$ cat config.mk
export PLATFORM = sky130hd
export DESIGN_NAME = c64_loader_top
export DESIGN_NICKNAME = d
export VERILOG_FILES = /design/src/hdl/c64_pkg.sv /design/src/hdl/dl_decoder.sv /design/src/hdl/mem_slot_sched.sv /design/src/hdl/tape_fetch.sv /design/src/hdl/tape_pulse.sv /design/src/hdl/audio_mix.sv /design/src/hdl/c64_loader_top.sv
export SDC_FILE = /design/constraint.sdc
export NUM_CORES = 1
export LEC_CHECK = 0
export BUFFER_PORTS_ARGS = -buffer_cell sky130_fd_sc_hd__buf_2
export CAP_MARGIN = 20
export CORE_AREA = 2 2 189 191
export DETAILED_ROUTE_END_ITERATION = 12
export DIE_AREA = 0 0 191 193
export PLACE_DENSITY_LB_ADDON = 0.05
export SYNTH_ARGS = -nofsm -noshare
export SYNTH_HDL_FRONTEND = slang
export SYNTH_HIERARCHICAL = 1
export SYNTH_SLANG_ARGS = --single-unit
export TNS_END_PERCENT = 50
$ cat constraint.sdc
create_clock -name clk_sys -period 3.8 [get_ports clk_sys]
set_input_delay 0.57 -clock clk_sys [delete_from_list [all_inputs] [get_ports clk_sys]]
set_output_delay 0.57 -clock clk_sys [all_outputs]
set_load 0.02 [all_outputs]
$ cat src/hdl/c64_pkg.sv
//======================================================================
// Shared types and constants for the loader and tape path
//======================================================================
`default_nettype none

package c64_pkg;

	// Basic data types
	typedef logic [24:0] addr_t;
	typedef logic [7:0] byte_t;
	typedef logic signed [15:0] sample_t;
	typedef logic signed [17:0] sid_sample_t;

	// Tape image region in main memory
	localparam addr_t TAP_BASE = 25'h0200000;
	// Extra bytes the tape end address carries past the last download byte
	localparam addr_t TAP_TAIL = 25'd2;

	// Download index codes from the host
	localparam byte_t IDX_PRG = 8'd4;
	localparam byte_t IDX_TAP = 8'd6;

	// Zero-page scan limit
	localparam addr_t ZP_END = 25'h0000100;

	// BASIC text start pointer and its reset value
	localparam addr_t ZP_TXT_LO = 25'h000002B;
	localparam addr_t ZP_TXT_HI = 25'h000002C;
	localparam byte_t TXT_START_LO = 8'h01;
	localparam byte_t TXT_START_HI = 8'h08;

	// SAVE start pointer, cleared
	localparam addr_t ZP_SAVE_LO = 25'h00000AC;
	localparam addr_t ZP_SAVE_HI = 25'h00000AD;

	// VAR, ARY, STR and LOAD end pointers all take the end address
	localparam addr_t ZP_VAR_LO = 25'h000002D;
	localparam addr_t ZP_VAR_HI = 25'h000002E;
	localparam addr_t ZP_ARY_LO = 25'h000002F;
	localparam addr_t ZP_ARY_HI = 25'h0000030;
	localparam addr_t ZP_STR_LO = 25'h0000031;
	localparam addr_t ZP_STR_HI = 25'h0000032;
	localparam addr_t ZP_LEND_LO = 25'h00000AE;
	localparam addr_t ZP_LEND_HI = 25'h00000AF;

endpackage

`default_nettype wire

$ cat src/hdl/dl_decoder.sv
//======================================================================
// Download decoder for PRG and TAP files
// Issues memory writes and sets up the BASIC pointers after a PRG load
//======================================================================
`default_nettype none

module dl_decoder (
	input  wire                 clk_sys,
	input  wire                 reset_n,
	input  wire                 dl_active_i,
	input  wire c64_pkg::byte_t dl_index_i,
	input  wire c64_pkg::addr_t dl_addr_i,
	input  wire                 dl_wr_i,
	input  wire c64_pkg::byte_t dl_data_i,
	input  wire                 wr_ack_i,
	output logic                dl_wait_o,
	output logic                wr_req_o,
	output c64_pkg::addr_t      wr_addr_o,
	output c64_pkg::byte_t      wr_data_o,
	output logic                tap_dl_o,
	output c64_pkg::addr_t      tap_last_o
);

	logic is_prg;
	logic is_tap;
	logic prg_wr;
	logic hdr_lo;
	logic hdr_hi;
	logic prg_data;
	logic tap_data;
	logic data_wr;
	logic prg_dl;
	logic active_d;
	logic zp_busy;
	logic zp_start;
	logic zp_step;
	logic zp_issue;
	logic zp_hit;
	c64_pkg::byte_t zp_val;
	c64_pkg::addr_t zp_addr;
	logic [15:0] load_addr;
	logic [15:0] end_addr;

	assign is_prg = (dl_index_i == c64_pkg::IDX_PRG);
	assign is_tap = (dl_index_i == c64_pkg::IDX_TAP);
	assign tap_dl_o = dl_active_i & is_tap;

	// First two PRG bytes are the load address
	assign prg_wr = dl_wr_i & dl_active_i & is_prg;
	assign hdr_lo = prg_wr & (dl_addr_i == 25'd0);
	assign hdr_hi = prg_wr & (dl_addr_i == 25'd1);
	assign prg_data = prg_wr & (dl_addr_i > 25'd1);
	assign tap_data = dl_wr_i & tap_dl_o;
	assign data_wr = prg_data | tap_data;

	// Pointer setup runs once the PRG stream has ended
	assign zp_start = active_d & ~dl_active_i & prg_dl;
	assign zp_step = zp_busy & ~wr_req_o & (zp_addr != c64_pkg::ZP_END);
	assign zp_issue = zp_step & zp_hit;

	//======================================================================
	// Zero-page pointer table
	//======================================================================
	always_comb begin
		zp_hit = 1'b1;
		zp_val = 8'h00;
		case (zp_addr)
			c64_pkg::ZP_TXT_LO: zp_val = c64_pkg::TXT_START_LO;
			c64_pkg::ZP_TXT_HI: zp_val = c64_pkg::TXT_START_HI;
			c64_pkg::ZP_SAVE_LO, c64_pkg::ZP_SAVE_HI: zp_val = 8'h00;
			c64_pkg::ZP_VAR_LO, c64_pkg::ZP_ARY_LO,
			c64_pkg::ZP_STR_LO, c64_pkg::ZP_LEND_LO: zp_val = end_addr[7:0];
			c64_pkg::ZP_VAR_HI, c64_pkg::ZP_ARY_HI,
			c64_pkg::ZP_STR_HI, c64_pkg::ZP_LEND_HI: zp_val = end_addr[15:8];
			default: zp_hit = 1'b0;
		endcase
	end

	//======================================================================
	// Request and wait handshake
	//======================================================================
	always_ff @(posedge clk_sys) begin
		if (!reset_n) begin
			active_d <= 1'b0;
			prg_dl <= 1'b0;
			zp_busy <= 1'b0;
			wr_req_o <= 1'b0;
			dl_wait_o <= 1'b0;
		end else begin
			active_d <= dl_active_i;
			if (dl_active_i) begin
				prg_dl <= is_prg;
			end
			if (wr_ack_i) begin
				wr_req_o <= 1'b0;
				dl_wait_o <= 1'b0;
			end
			if (data_wr | zp_issue) begin
				wr_req_o <= 1'b1;
			end
			// Only payload bytes make the host wait
			if (data_wr) begin
				dl_wait_o <= 1'b1;
			end
			if (zp_start) begin
				zp_busy <= 1'b1;
			end else if (zp_busy & ~wr_req_o & (zp_addr == c64_pkg::ZP_END)) begin
				zp_busy <= 1'b0;
			end
		end
	end

	// Addresses and data
	always_ff @(posedge clk_sys) begin
		if (hdr_lo) begin
			load_addr[7:0] <= dl_data_i;
			end_addr[7:0] <= dl_data_i;
		end
		if (hdr_hi) begin
			load_addr[15:8] <= dl_data_i;
			end_addr[15:8] <= dl_data_i;
		end
		if (prg_data) begin
			wr_addr_o <= {9'd0, load_addr};
			wr_data_o <= dl_data_i;
			load_addr <= load_addr + 16'd1;
			end_addr <= end_addr + 16'd1;
		end
		if (tap_data) begin
			wr_addr_o <= c64_pkg::TAP_BASE + dl_addr_i;
			wr_data_o <= dl_data_i;
			tap_last_o <= dl_addr_i + c64_pkg::TAP_TAIL;
		end
		if (zp_start) begin
			zp_addr <= '0;
		end else if (zp_step) begin
			zp_addr <= zp_addr + 25'd1;
		end
		if (zp_issue) begin
			wr_addr_o <= zp_addr;
			wr_data_o <= zp_val;
		end
	end

endmodule

`default_nettype wire

$ cat src/hdl/mem_slot_sched.sv
//======================================================================
// Memory slot scheduler
// One access per free CPU slot, writes ahead of tape reads
//======================================================================
`default_nettype none

module mem_slot_sched (
	input  wire                 clk_sys,
	input  wire                 reset_n,
	input  wire                 io_cycle_i,
	input  wire                 wr_req_i,
	input  wire c64_pkg::addr_t wr_addr_i,
	input  wire c64_pkg::byte_t wr_data_i,
	input  wire                 rd_req_i,
	input  wire c64_pkg::addr_t rd_offs_i,
	input  wire c64_pkg::byte_t mem_rdata_i,
	output logic                mem_ce_o,
	output logic                mem_we_o,
	output c64_pkg::addr_t      mem_addr_o,
	output c64_pkg::byte_t      mem_data_o,
	output logic                wr_ack_o,
	output logic                rd_ack_o,
	output c64_pkg::byte_t      rd_data_o
);

	logic io_d;
	logic slot_open;
	logic slot_close;

	// Falling edge opens the slot, second high cycle closes it
	assign slot_open = io_d & ~io_cycle_i;
	assign slot_close = io_d & io_cycle_i;

	always_ff @(posedge clk_sys) begin
		if (!reset_n) begin
			io_d <= 1'b0;
			mem_ce_o <= 1'b0;
			mem_we_o <= 1'b0;
			wr_ack_o <= 1'b0;
			rd_ack_o <= 1'b0;
		end else begin
			io_d <= io_cycle_i;
			wr_ack_o <= 1'b0;
			rd_ack_o <= 1'b0;
			if (slot_open & (wr_req_i | rd_req_i)) begin
				mem_ce_o <= 1'b1;
				mem_we_o <= wr_req_i;
			end
			if (slot_close & mem_ce_o) begin
				mem_ce_o <= 1'b0;
				mem_we_o <= 1'b0;
				wr_ack_o <= mem_we_o;
				rd_ack_o <= ~mem_we_o;
			end
		end
	end

	always_ff @(posedge clk_sys) begin
		if (slot_open) begin
			if (wr_req_i) begin
				mem_addr_o <= wr_addr_i;
				mem_data_o <= wr_data_i;
			end else begin
				mem_addr_o <= c64_pkg::TAP_BASE + rd_offs_i;
			end
		end
		if (slot_close & mem_ce_o & ~mem_we_o) begin
			rd_data_o <= mem_rdata_i;
		end
	end

endmodule

`default_nettype wire

$ cat src/hdl/tape_fetch.sv
//======================================================================
// Tape fetch control
// Play offset, loaded length, play state and read credits
//======================================================================
`default_nettype none

module tape_fetch #(
	parameter int TAPE_CREDITS = 4
) (
	input  wire                 clk_sys,
	input  wire                 reset_n,
	input  wire                 tap_dl_i,
	input  wire c64_pkg::addr_t tap_last_i,
	input  wire                 tape_btn_i,
	input  wire                 tape_unload_i,
	input  wire                 rd_ack_i,
	input  wire                 credit_ret_i,
	output logic                rd_req_o,
	output c64_pkg::addr_t      rd_offs_o,
	output logic                play_on_o
);

	localparam int CW = $clog2(TAPE_CREDITS + 1);

	logic restart;
	logic tap_dl_d;
	logic btn_d;
	c64_pkg::addr_t last_addr;
	logic [CW-1:0] credit_cnt;

	assign restart = tap_dl_i | tape_unload_i;
	// One read per free buffer entry
	assign rd_req_o = ~restart & (credit_cnt != '0) & (rd_offs_o < last_addr);

	always_ff @(posedge clk_sys) begin
		if (!reset_n) begin
			tap_dl_d <= 1'b0;
			btn_d <= 1'b0;
			play_on_o <= 1'b0;
			rd_offs_o <= '0;
			last_addr <= '0;
			credit_cnt <= CW'(TAPE_CREDITS);
		end else begin
			tap_dl_d <= tap_dl_i;
			btn_d <= tape_btn_i;
			if (restart) begin
				rd_offs_o <= '0;
				last_addr <= tap_dl_i ? tap_last_i : '0;
				play_on_o <= 1'b0;
			end else begin
				if (rd_ack_i) begin
					rd_offs_o <= rd_offs_o + 25'd1;
				end
				// Download just ended, pick up the final length and start
				if (tap_dl_d) begin
					last_addr <= tap_last_i;
					play_on_o <= 1'b1;
				end else if (tape_btn_i & ~btn_d) begin
					play_on_o <= ~play_on_o;
				end
			end
			case ({rd_ack_i, credit_ret_i})
				2'b10: credit_cnt <= credit_cnt - 1'b1;
				2'b01: credit_cnt <= credit_cnt + 1'b1;
				default: credit_cnt <= credit_cnt;
			endcase
		end
	end

endmodule

`default_nettype wire

$ cat src/hdl/tape_pulse.sv
//======================================================================
// Cassette pulse generator
// Buffers tape bytes and times each level of the cassette line
//======================================================================
`default_nettype none

module tape_pulse #(
	parameter int CLK_PER_US = 32,
	parameter int TAPE_CREDITS = 4
) (
	input  wire                 clk_sys,
	input  wire                 reset_n,
	input  wire                 push_i,
	input  wire c64_pkg::byte_t push_data_i,
	input  wire                 play_on_i,
	input  wire                 cass_motor_i,
	output logic                credit_ret_o,
	output logic                cass_data_o
);

	localparam int PW = (TAPE_CREDITS > 1) ? $clog2(TAPE_CREDITS) : 1;
	localparam int CW = $clog2(TAPE_CREDITS + 1);
	localparam int SW = (CLK_PER_US > 1) ? $clog2(CLK_PER_US) : 1;

	c64_pkg::byte_t fifo_mem [TAPE_CREDITS];
	c64_pkg::byte_t head;
	logic [PW-1:0] wr_ptr;
	logic [PW-1:0] rd_ptr;
	logic [CW-1:0] fill;
	logic [SW-1:0] pre_cnt;
	logic [11:0] us_cnt;
	logic active;
	logic run;
	logic tick;
	logic expire;
	logic pop;

	function automatic logic [PW-1:0] ptr_next(input logic [PW-1:0] p);
		if (p == PW'(TAPE_CREDITS - 1)) begin
			return '0;
		end
		return p + 1'b1;
	endfunction

	assign head = fifo_mem[rd_ptr];
	assign run = play_on_i & ~cass_motor_i;
	assign tick = active & run & (pre_cnt == SW'(CLK_PER_US - 1));
	assign expire = tick & (us_cnt == 12'd1);
	// Next byte loads in the same cycle the level expires
	assign pop = run & (fill != '0) & (~active | expire);

	always_ff @(posedge clk_sys) begin
		if (push_i) begin
			fifo_mem[wr_ptr] <= push_data_i;
		end
	end

	always_ff @(posedge clk_sys) begin
		if (!reset_n) begin
			wr_ptr <= '0;
			rd_ptr <= '0;
			fill <= '0;
			active <= 1'b0;
			pre_cnt <= '0;
			us_cnt <= '0;
			credit_ret_o <= 1'b0;
			cass_data_o <= 1'b0;
		end else begin
			credit_ret_o <= pop;
			if (push_i) begin
				wr_ptr <= ptr_next(wr_ptr);
			end
			if (pop) begin
				rd_ptr <= ptr_next(rd_ptr);
			end
			case ({push_i, pop})
				2'b10: fill <= fill + 1'b1;
				2'b01: fill <= fill - 1'b1;
				default: fill <= fill;
			endcase
			if (expire) begin
				cass_data_o <= ~cass_data_o;
			end
			if (pop) begin
				// Byte b gives b*8 us, zero stands for 256
				active <= 1'b1;
				pre_cnt <= '0;
				us_cnt <= {head == 8'd0, head, 3'b000};
			end else begin
				if (expire) begin
					active <= 1'b0;
				end
				if (tick) begin
					pre_cnt <= '0;
					us_cnt <= us_cnt - 12'd1;
				end else if (active & run) begin
					pre_cnt <= pre_cnt + 1'b1;
				end
			end
		end
	end

endmodule

`default_nettype wire

$ cat src/hdl/audio_mix.sv
//======================================================================
// Audio mixer with 16-bit saturation per channel
//======================================================================
`default_nettype none

module audio_mix (
	input  wire                       clk_sys,
	input  wire                       reset_n,
	input  wire c64_pkg::sid_sample_t sid_l_i,
	input  wire c64_pkg::sid_sample_t sid_r_i,
	input  wire c64_pkg::sample_t     opl_i,
	input  wire                       cass_i,
	input  wire                       play_on_i,
	input  wire                       cass_motor_i,
	input  wire                       tape_snd_en_i,
	output c64_pkg::sample_t          audio_l_o,
	output c64_pkg::sample_t          audio_r_o
);

	logic tape_snd;
	logic signed [16:0] sum_l;
	logic signed [16:0] sum_r;

	function automatic c64_pkg::sample_t clamp16(input logic signed [16:0] v);
		if (v > 17'sd32767) begin
			return 16'sh7fff;
		end
		if (v < -17'sd32768) begin
			return 16'sh8000;
		end
		return v[15:0];
	endfunction

	// Tape is heard only while it actually runs
	assign tape_snd = cass_i & tape_snd_en_i & play_on_i & ~cass_motor_i;

	always_ff @(posedge clk_sys) begin
		if (!reset_n) begin
			sum_l <= '0;
			sum_r <= '0;
			audio_l_o <= '0;
			audio_r_o <= '0;
		end else begin
			sum_l <= {opl_i[15], opl_i} + {sid_l_i[17], sid_l_i[17:2]} + {6'd0, tape_snd, 10'd0};
			sum_r <= {opl_i[15], opl_i} + {sid_r_i[17], sid_r_i[17:2]} + {6'd0, tape_snd, 10'd0};
			audio_l_o <= clamp16(sum_l);
			audio_r_o <= clamp16(sum_r);
		end
	end

endmodule

`default_nettype wire

$ cat src/hdl/c64_loader_top.sv
//======================================================================
// Loader and tape top level
// Download decoding, memory slot use, tape playback and audio mix
//======================================================================
`default_nettype none

module c64_loader_top #(
	parameter int CLK_PER_US = 32,
	parameter int TAPE_CREDITS = 4
) (
	input  wire                       clk_sys,
	input  wire                       reset_n,
	input  wire                       dl_active_i,
	input  wire c64_pkg::byte_t       dl_index_i,
	input  wire c64_pkg::addr_t       dl_addr_i,
	input  wire                       dl_wr_i,
	input  wire c64_pkg::byte_t       dl_data_i,
	input  wire                       io_cycle_i,
	input  wire c64_pkg::byte_t       mem_rdata_i,
	input  wire                       tape_btn_i,
	input  wire                       tape_unload_i,
	input  wire                       cass_motor_i,
	input  wire                       tape_snd_en_i,
	input  wire c64_pkg::sid_sample_t sid_l_i,
	input  wire c64_pkg::sid_sample_t sid_r_i,
	input  wire c64_pkg::sample_t     opl_i,
	output logic                      dl_wait_o,
	output logic                      mem_ce_o,
	output logic                      mem_we_o,
	output c64_pkg::addr_t            mem_addr_o,
	output c64_pkg::byte_t            mem_data_o,
	output logic                      cass_data_o,
	output c64_pkg::sample_t          audio_l_o,
	output c64_pkg::sample_t          audio_r_o
);

	// Write path
	logic wr_req;
	c64_pkg::addr_t wr_addr;
	c64_pkg::byte_t wr_data;
	logic wr_ack;

	// Tape read path
	logic rd_req;
	c64_pkg::addr_t rd_offs;
	logic rd_ack;
	c64_pkg::byte_t rd_data;
	logic tap_dl;
	c64_pkg::addr_t tap_last;
	logic play_on;
	logic credit_ret;

	dl_decoder dec0 (
		.clk_sys     (clk_sys),
		.reset_n     (reset_n),
		.dl_active_i (dl_active_i),
		.dl_index_i  (dl_index_i),
		.dl_addr_i   (dl_addr_i),
		.dl_wr_i     (dl_wr_i),
		.dl_data_i   (dl_data_i),
		.wr_ack_i    (wr_ack),
		.dl_wait_o   (dl_wait_o),
		.wr_req_o    (wr_req),
		.wr_addr_o   (wr_addr),
		.wr_data_o   (wr_data),
		.tap_dl_o    (tap_dl),
		.tap_last_o  (tap_last)
	);

	mem_slot_sched sched0 (
		.clk_sys     (clk_sys),
		.reset_n     (reset_n),
		.io_cycle_i  (io_cycle_i),
		.wr_req_i    (wr_req),
		.wr_addr_i   (wr_addr),
		.wr_data_i   (wr_data),
		.rd_req_i    (rd_req),
		.rd_offs_i   (rd_offs),
		.mem_rdata_i (mem_rdata_i),
		.mem_ce_o    (mem_ce_o),
		.mem_we_o    (mem_we_o),
		.mem_addr_o  (mem_addr_o),
		.mem_data_o  (mem_data_o),
		.wr_ack_o    (wr_ack),
		.rd_ack_o    (rd_ack),
		.rd_data_o   (rd_data)
	);

	tape_fetch #(
		.TAPE_CREDITS (TAPE_CREDITS)
	) fetch0 (
		.clk_sys       (clk_sys),
		.reset_n       (reset_n),
		.tap_dl_i      (tap_dl),
		.tap_last_i    (tap_last),
		.tape_btn_i    (tape_btn_i),
		.tape_unload_i (tape_unload_i),
		.rd_ack_i      (rd_ack),
		.credit_ret_i  (credit_ret),
		.rd_req_o      (rd_req),
		.rd_offs_o     (rd_offs),
		.play_on_o     (play_on)
	);

	// Each read ack pushes its byte into the pulse buffer
	tape_pulse #(
		.CLK_PER_US   (CLK_PER_US),
		.TAPE_CREDITS (TAPE_CREDITS)
	) pulse0 (
		.clk_sys      (clk_sys),
		.reset_n      (reset_n),
		.push_i       (rd_ack),
		.push_data_i  (rd_data),
		.play_on_i    (play_on),
		.cass_motor_i (cass_motor_i),
		.credit_ret_o (credit_ret),
		.cass_data_o  (cass_data_o)
	);

	audio_mix mix0 (
		.clk_sys       (clk_sys),
		.reset_n       (reset_n),
		.sid_l_i       (sid_l_i),
		.sid_r_i       (sid_r_i),
		.opl_i         (opl_i),
		.cass_i        (cass_data_o),
		.play_on_i     (play_on),
		.cass_motor_i  (cass_motor_i),
		.tape_snd_en_i (tape_snd_en_i),
		.audio_l_o     (audio_l_o),
		.audio_r_o     (audio_r_o)
	);

endmodule

`default_nettype wire

# Yosys cells after proc, flatten, opt, wreduce, memory -nomap -nowiden
# Memories as Yosys holds them, arrays and structs flattened. A register that Yosys moved wholly into a read port is not among the register bits.
# Index checks and enable logic that the tools add are counted.
[word_totals] output_inout_bits=69 input_bits=110 ramBits=32 reg_bits=315 mem_count=1
[mem_list] name="pulse0.fifo_mem" depth=4 width=8 rd=1 rd_clocked_by_memory_dff=1 wr=1 line_no="tape_pulse.sv:25" source="c64_pkg::byte_t fifo_mem [TAPE_CREDITS];"
[classes] n_eq_ne=25 reduce_logical=25 n_addsub=19 order_cmp=6 bitwise_logic=46 n_mux=61
[ops] op="$eq 25x6->1 const B" n=8
[ops] op="$mux 25" n=7
[ops] op="$mux 16" n=10
[ops] op="$eq 25x8->1 const B" n=4
[ops] op="$add 22x25->25 const A" n=2
[ops] op="$add 25x1->25 const B" n=2
[ops] op="$mux 8" n=5
[ops] op="$add 16x16->17" n=2
[ops] op="$add 17x11->17" n=2
[ops] op="$gt 17x16->1 const B" n=2
[ops] op="$lt 17x16->1 const B" n=2
[ops] op="$add 16x1->16 const B" n=2
[ops] op="$pmux 8 s4" n=1
[ops] op="$and 1x1->1" n=30
[ops] op="$mux 1" n=28
[ops] op="$add 25x2->25 const B" n=1
[ops] op="$eq 25x1->1 const B" n=1
[ops] op="$eq 25x9->1 const B" n=1
[ops] op="$gt 25x1->1 const B" n=1
[ops] op="$logic_not 25->1" n=1
[ops] op="$lt 25x25->1" n=1
[ops] op="$ne 25x9->1 const B" n=1
[ops] op="$mux 12" n=2
[ops] op="$reduce_bool 2->1" n=11
[ops] op="other kinds (21)" n=55

# Depth between registers and ports, before layout
[logic_depth] word_depth=12 depth_mapped=15 mapped_depth_nobuf=13

# Modules after synthesis
# Netlist, hierarchy kept.
[by_module_without_submodules] mod="dl_decoder" cells_each=599 instances=1 area_each_um2=6393.6
[by_module_without_submodules] mod="audio_mix" cells_each=473 instances=1 area_each_um2=3953.8
[by_module_without_submodules] mod="tape_fetch" cells_each=352 instances=1 area_each_um2=2915.3
[by_module_without_submodules] mod="tape_pulse" cells_each=204 instances=1 area_each_um2=2573.7
[by_module_without_submodules] mod="mem_slot_sched" cells_each=96 instances=1 area_each_um2=1752.9

# Worst setup path before layout
# Ideal clock, no wire load.
[synth_path] path_type="input -> register" startpoint="in dl_addr_i[3]" endpoint="reg dec0.end_addr[0] (enable)" setup_time_ps=436 arrival_ps=3245 stages=5 setup_slack_ps=119 path_cell_list="clkbuf_1 > nor4_1 > nand2_1 > or2_2 > o41ai_1"
[synth_via] elab_chain_cells=3 word_cells_on_any_way=5 cone_classes="1 x order compare; 2 x bitwise; 2 x reduce/logical"
[synth_rtl] element="from (decl)" line_no="c64_loader_top.sv:15" source="input wire c64_pkg::addr_t dl_addr_i,"
[synth_rtl] element="$gt 25x1->1 or $logic_not 25->1 (tied branches)" line_no="dl_decoder.sv:52, dl_decoder.sv:50"
[synth_rtl] element="$and 1x1->1 (on tied branches)" line_no="dl_decoder.sv:52, dl_decoder.sv:50"
[synth_rtl] element="$reduce_bool 2->1 (no source line) (*)"
[synth_rtl] element="to (signal assigned)" line_no="dl_decoder.sv:117" source="end_addr[7:0] <= dl_data_i;"
[synth_rtl] element="to (signal assigned)" line_no="dl_decoder.sv:127" source="end_addr <= end_addr + 16'd1;"
[synth_rtl] element="to (decl)" line_no="dl_decoder.sv:42" source="logic [15:0] end_addr;"
# Every way passes the cells marked *; elsewhere a longest branch is shown, timed or not.
# A chain may end at the register's enable or synchronous reset.

# Worst setup path in the final report
[layout_path] startpoint="reg pulse0.pre_cnt[0]" endpoint="reg pulse0.fill[2]"
[layout_via] elab_chain_cells=7 word_cells_on_any_way=9 cone_classes="3 x eq/ne; 1 x mux; 4 x bitwise; 1 x reduce/logical"
[layout_rtl] element="from (decl)" line_no="tape_pulse.sv:30" source="logic [SW-1:0] pre_cnt;"
[layout_rtl] element="from (signal assigned)" line_no="tape_pulse.sv:97" source="pre_cnt <= pre_cnt + 1'b1;"
[layout_rtl] element="$eq 5x5->1 (*)" line_no="tape_pulse.sv:47" source="assign tick = active & run & (pre_cnt == SW'(CLK_PER_US - 1));"
[layout_rtl] element="$and 1x1->1 (*)" line_no="tape_pulse.sv:47"
[layout_rtl] element="$and 1x1->1 (*)" line_no="tape_pulse.sv:48" source="assign expire = tick & (us_cnt == 12'd1);"
[layout_rtl] element="$or 1x1->1 (*)" line_no="tape_pulse.sv:50" source="assign pop = run & (fill != '0) & (~active | expire);"
[layout_rtl] element="$and 1x1->1 (*)" line_no="tape_pulse.sv:50"
[layout_rtl] element="net pulse0.pop" line_no="tape_pulse.sv:36" source="logic pop;"
[layout_rtl] element="$eq 2x1->1 or $eq 2x2->1 (tied branches)" line_no="tape_pulse.sv:76" source="case ({push_i, pop})"
[layout_rtl] element="$pmux 3 s2 or $reduce_bool 2->1 (tied branches)"
[layout_rtl] element="to (signal assigned)" line_no="tape_pulse.sv:77" source="2'b10: fill <= fill + 1'b1;"
[layout_rtl] element="to (signal assigned)" line_no="tape_pulse.sv:78" source="2'b01: fill <= fill - 1'b1;"
[layout_rtl] element="to (signal assigned)" line_no="tape_pulse.sv:79" source="default: fill <= fill;"
[layout_rtl] element="to (decl)" line_no="tape_pulse.sv:29" source="logic [CW-1:0] fill;"
# The timed path passes the listed nets; every way through them passes the cells marked *.

==> flow_metrics.py <==
metrics = {
    "outcome": {
        "outcome": "complete, no violations",
    },
    "synthesis": {
        "async_reset_ff_share_pct": 0,
        "netlist_area_um2": 17590,
        "synth.top_cell.area_share_pct": 27.83,
        "synth_area_leaders": "edfxtp_1 28%, dfxtp_1 21%, ha_1 7.7%, nor2_1 3.8%, a21oi_1 3.6%",
        "synth_seq_area_share_pct": 49.00,
        "yosysTopAreaCell": "edfxtp_1",
        "ys_warn_count": 6,
        "synth_seq_cells": 349,
        "syn_avg_cell_area_um2": 10.20,
        "syn-num-nets": 1948,
        "synthDistinctLibCells": 92,
        "syn_inst": 1724,
        "synth_flop_cell": "dfxtp_1",
        "synth-edff-count": 163,
    },
    "setup_path": {
        "cpMostUsedCell": "ha_1",
        "startpoint_type": "flip-flop",
        "critPathBufInv": 2,
        "cp_slowest_stage_delay_ns": 0.43,
        "critical_path.top_delay_family": "simple AND/OR/NAND/NOR gates",
        "critPathRequiredTime_ns": 4.25,
        "critical_path.endpoint_type": "flip-flop",
        "path_class": "reg2reg",
        "r2r_setup_slack_ns": 0.70,
        "arrival_ns": 3.55,
        "worst_r2r_endpoint": "pulse0/fill[2]$_SDFFE_PN0P_",
        "r2r_cells": 13,
        "crit_slowest_cell": "and4b_1",
        "crit_chain": "ha_1 > and3_1 > ha_1 > and4b_1 > nand4b_4 > o31a_1 > inv_1 > ha_1 > inv_1 > fa_1 > xor2_1 > or3_1 > a21oi_1",
        "r2r_start": "pulse0/pre_cnt[0]$_SDFFE_PP0P_",
        "path_max_fanout": 9,
    },
    "global_routing": {
        "grt_max_degree": 58,
        "antenna_found_initial": 1,
        "grt_first_pass_wirelength_mm": 64.54,
        "grt_usage_pct": 22.06,
        "grt_overflow": 0,
        "first_global_vias": 12369,
    },
    "placement": {
        "dpl.hpwl_mm": 29.03,
        "gp_congestion": 0.8959,
        "port_buffers": 174,
        "dp_slack_ns": 0.7073,
    },
    "floorplanning": {
        "num_rows": 69,
        "core_region_area_um2": 34960,
        "start_util_pct": 50.31,
        "pin_count": 179,
        "die_w_um": 191,
        "dieArea_um2": 36860,
        "die_h_um": 193,
    },
    "clocking": {
        "cts_tree": "done",
        "cts.htree.levels": 2,
        "clk_path_buf_depth": 3,
        "clock-sinks": 349,
        "hold_buffers": 0,
        "cts.clk_slew.worst_paths_ns": 0.06,
        "cts_root_buf": "clkbuf_16",
        "post-cts-setup-buffers": 0,
        "worstSkewPairLatency_ns": 0.53,
        "post_cts_resized": 0,
        "numCtsBuffers": 38,
    },
    "route": {
        "drtIter0Drc": 713,
        "drc": 0,
        "final_antenna_net_count": 0,
        "wire_per_inst_um": 17.02,
        "drtPass1Iterations": 5,
        "viasPerCell": 5.454,
        "wl_mm": 40.55,
        "vias": 12992,
    },
    "hold_path": {
        "min_from": "mem_rdata_i[7]",
        "min_to": "sched0/rd_data_o[7]$_DFFE_PP_",
        "min_path_type": "in2reg",
        "min_path_cells": 1,
    },
    "sta": {
        "tns_ns": 0,
        "skew_ns": 0.02014,
        "slew_headroom_pct": 32.29,
        "finalHoldViolCount": 0,
        "period_share_pct": 81.70,
        "fmax_ghz": 0.3221,
        "tightest_slew_ns": 1.014,
        "finalSetupViolCount": 0,
        "rsz0062_at_grt": "no",
        "drv_slew": 0,
        "setup_slack_ns": 0.6953,
        "min_period_ns": 3.105,
    },
    "final_layout": {
        "nFillCells": 3122,
        "drive_gt1_share_pct": 17.24,
        "nets": 2117,
        "final_cell_mix": "186 x dfxtp_1, 180 x nor2_1, 174 x buf_2",
        "final_util_pct": 57.66,
        "syn_to_final_growth_pct": 14.62,
        "final_common_cell": "dfxtp_1",
    },
    "run": {
        "maxCapViolCount": 0,
    },
    "pwr": {
        "peakVddDrop_mv": 0.3749,
        "leakage_nw": 7.875,
        "p_per_area_nw_per_um2": 436.6,
    },
}
==> metal layers <==
layer | vias up | GRT usage [%] | wire, µm
li1 | 6521 | - | -
met1 | 6129 | 30.76 | 19180
met2 | 271 | 35.31 | 18550
met3 | 71 | 3.385 | 1831
met4 | 0 | 7.245 | 990
met5 | - | 0 | 0
==> sequential cells by signal (all words and copies together), names as in the netlist, 17 cells and up, named ones only <==
name	flops
dec0/wr_addr_o	25
pulse0/fifo_mem	32
mix0/sum_r	17
fetch0/last_addr	25
dec0/tap_last_o	25
sched0/mem_addr_o	25
mix0/sum_l	17
dec0/zp_addr	25
fetch0/rd_offs_o	25
==> report_power, final <==
group / switching [mW] / internal, mW
clock network: 1.45 / 2.23
logic: 0.567 / 0.381
registers: 0.114 / 4.06
==> synthesized netlist by cell type, types with 6 or more instances <==
library cell and number:
mux4_2 8, nor3b_2 6, buf_2 7, nor2b_1 9
mux2_2 24, a21oi_1 127, xor2_1 57, a211oi_1 8
and2_1 18, o21ai_0 55, nor2_1 180, nand2b_1 18
dfxtp_1 186, a22oi_1 7, ha_1 108, nor3_1 21
edfxtp_1 163, buf_6 6, a31oi_1 9, a21o_1 8
nand3_1 89, fa_1 6, or3_1 16, and4_1 14
nand2_1 157, and3_1 14, inv_1 77, xnor2_1 70
nand4_1 25, clkbuf_1 45, a21boi_0 26, o211ai_1 7
mux2i_1 23, nor4_1 27
==> worst max-delay path by stage <==
stage / cells after the start / end / slack [ns] / from
after global placement: 13 / pulse0/fill[2]$_SDFFE_PN0P_ / 0.79 / pulse0/pre_cnt[0]$_SDFFE_PP0P_
final: 13 / pulse0/fill[2]$_SDFFE_PN0P_ / 0.70 / pulse0/pre_cnt[0]$_SDFFE_PP0P_
after detailed placement: 13 / pulse0/fill[2]$_SDFFE_PN0P_ / 0.71 / pulse0/pre_cnt[0]$_SDFFE_PP0P_
after CTS: 13 / pulse0/fill[2]$_SDFFE_PN0P_ / 0.69 / pulse0/pre_cnt[0]$_SDFFE_PP0P_
after global routing: 13 / pulse0/fill[2]$_SDFFE_PN0P_ / 0.48 / pulse0/pre_cnt[0]$_SDFFE_PP0P_
after floorplan: 5 / dec0/end_addr[0]$_DFFE_PP_ / 0.12 / dl_addr_i[3]
==> kinds of logic (layout without fill, tap and decap cells) <==
group                      after synthesis  count (layout)  share of synthesized area, %
other                                    0               1                             0
muxes                                   58              58                         4.104
and+or+nand+nor                        636             636                         18.30
DFF                                    349             349                         49.00
adders and majority gates              114             114                         8.365
buffers and inverters                  145             341                         3.507
xor gates and xnor gates               127             127                         6.324
AOI/OAI and AO/OA                      295             295                         10.40
==> worst reg2reg max path, stage by stage (launching register included) <==
cell,delay [ns]
dfxtp_1,0.38
ha_1,0.18
and3_1,0.17
ha_1,0.13
and4b_1,0.43
nand4b_4,0.17
o31a_1,0.32
inv_1,0.06
ha_1,0.16
inv_1,0.06
fa_1,0.38
xor2_1,0.16
or3_1,0.31
a21oi_1,0.14
==> metrics by stage <==
stage | area (µm²) | hold slack (ns) | std cells | power (mW)
5_1_grt | 20160 | 0.2063 | 2382 | 9.190
3_3_place_gp | 18920 | 0.4044 | 2314 | 5.175
2_1_floorplan | 17590 | 0.4003 | 1724 | 4.898
4_1_cts | 20160 | 0.1977 | 2381 | 8.909
3_5_place_dp | 18920 | 0.4054 | 2314 | 5.192
6_report | 20160 | 0.2238 | 2382 | 8.802
==> layout make-up <==
class / count / area, µm² / area share, %
sequential: 349 / 8618 / 42.75
multi-input combinational: 1230 / 8378 / 41.55
clock buffer: 54 / 1072 / 5.318
timing repair buffer: 197 / 1056 / 5.238
tap: 461 / 576.8 / 2.861
inverter: 77 / 289.0 / 1.434
clock inverter: 13 / 168.9 / 0.8378
antenna: 1 / 2.502 / 0.01241
(Power assumes the default switching activity.)
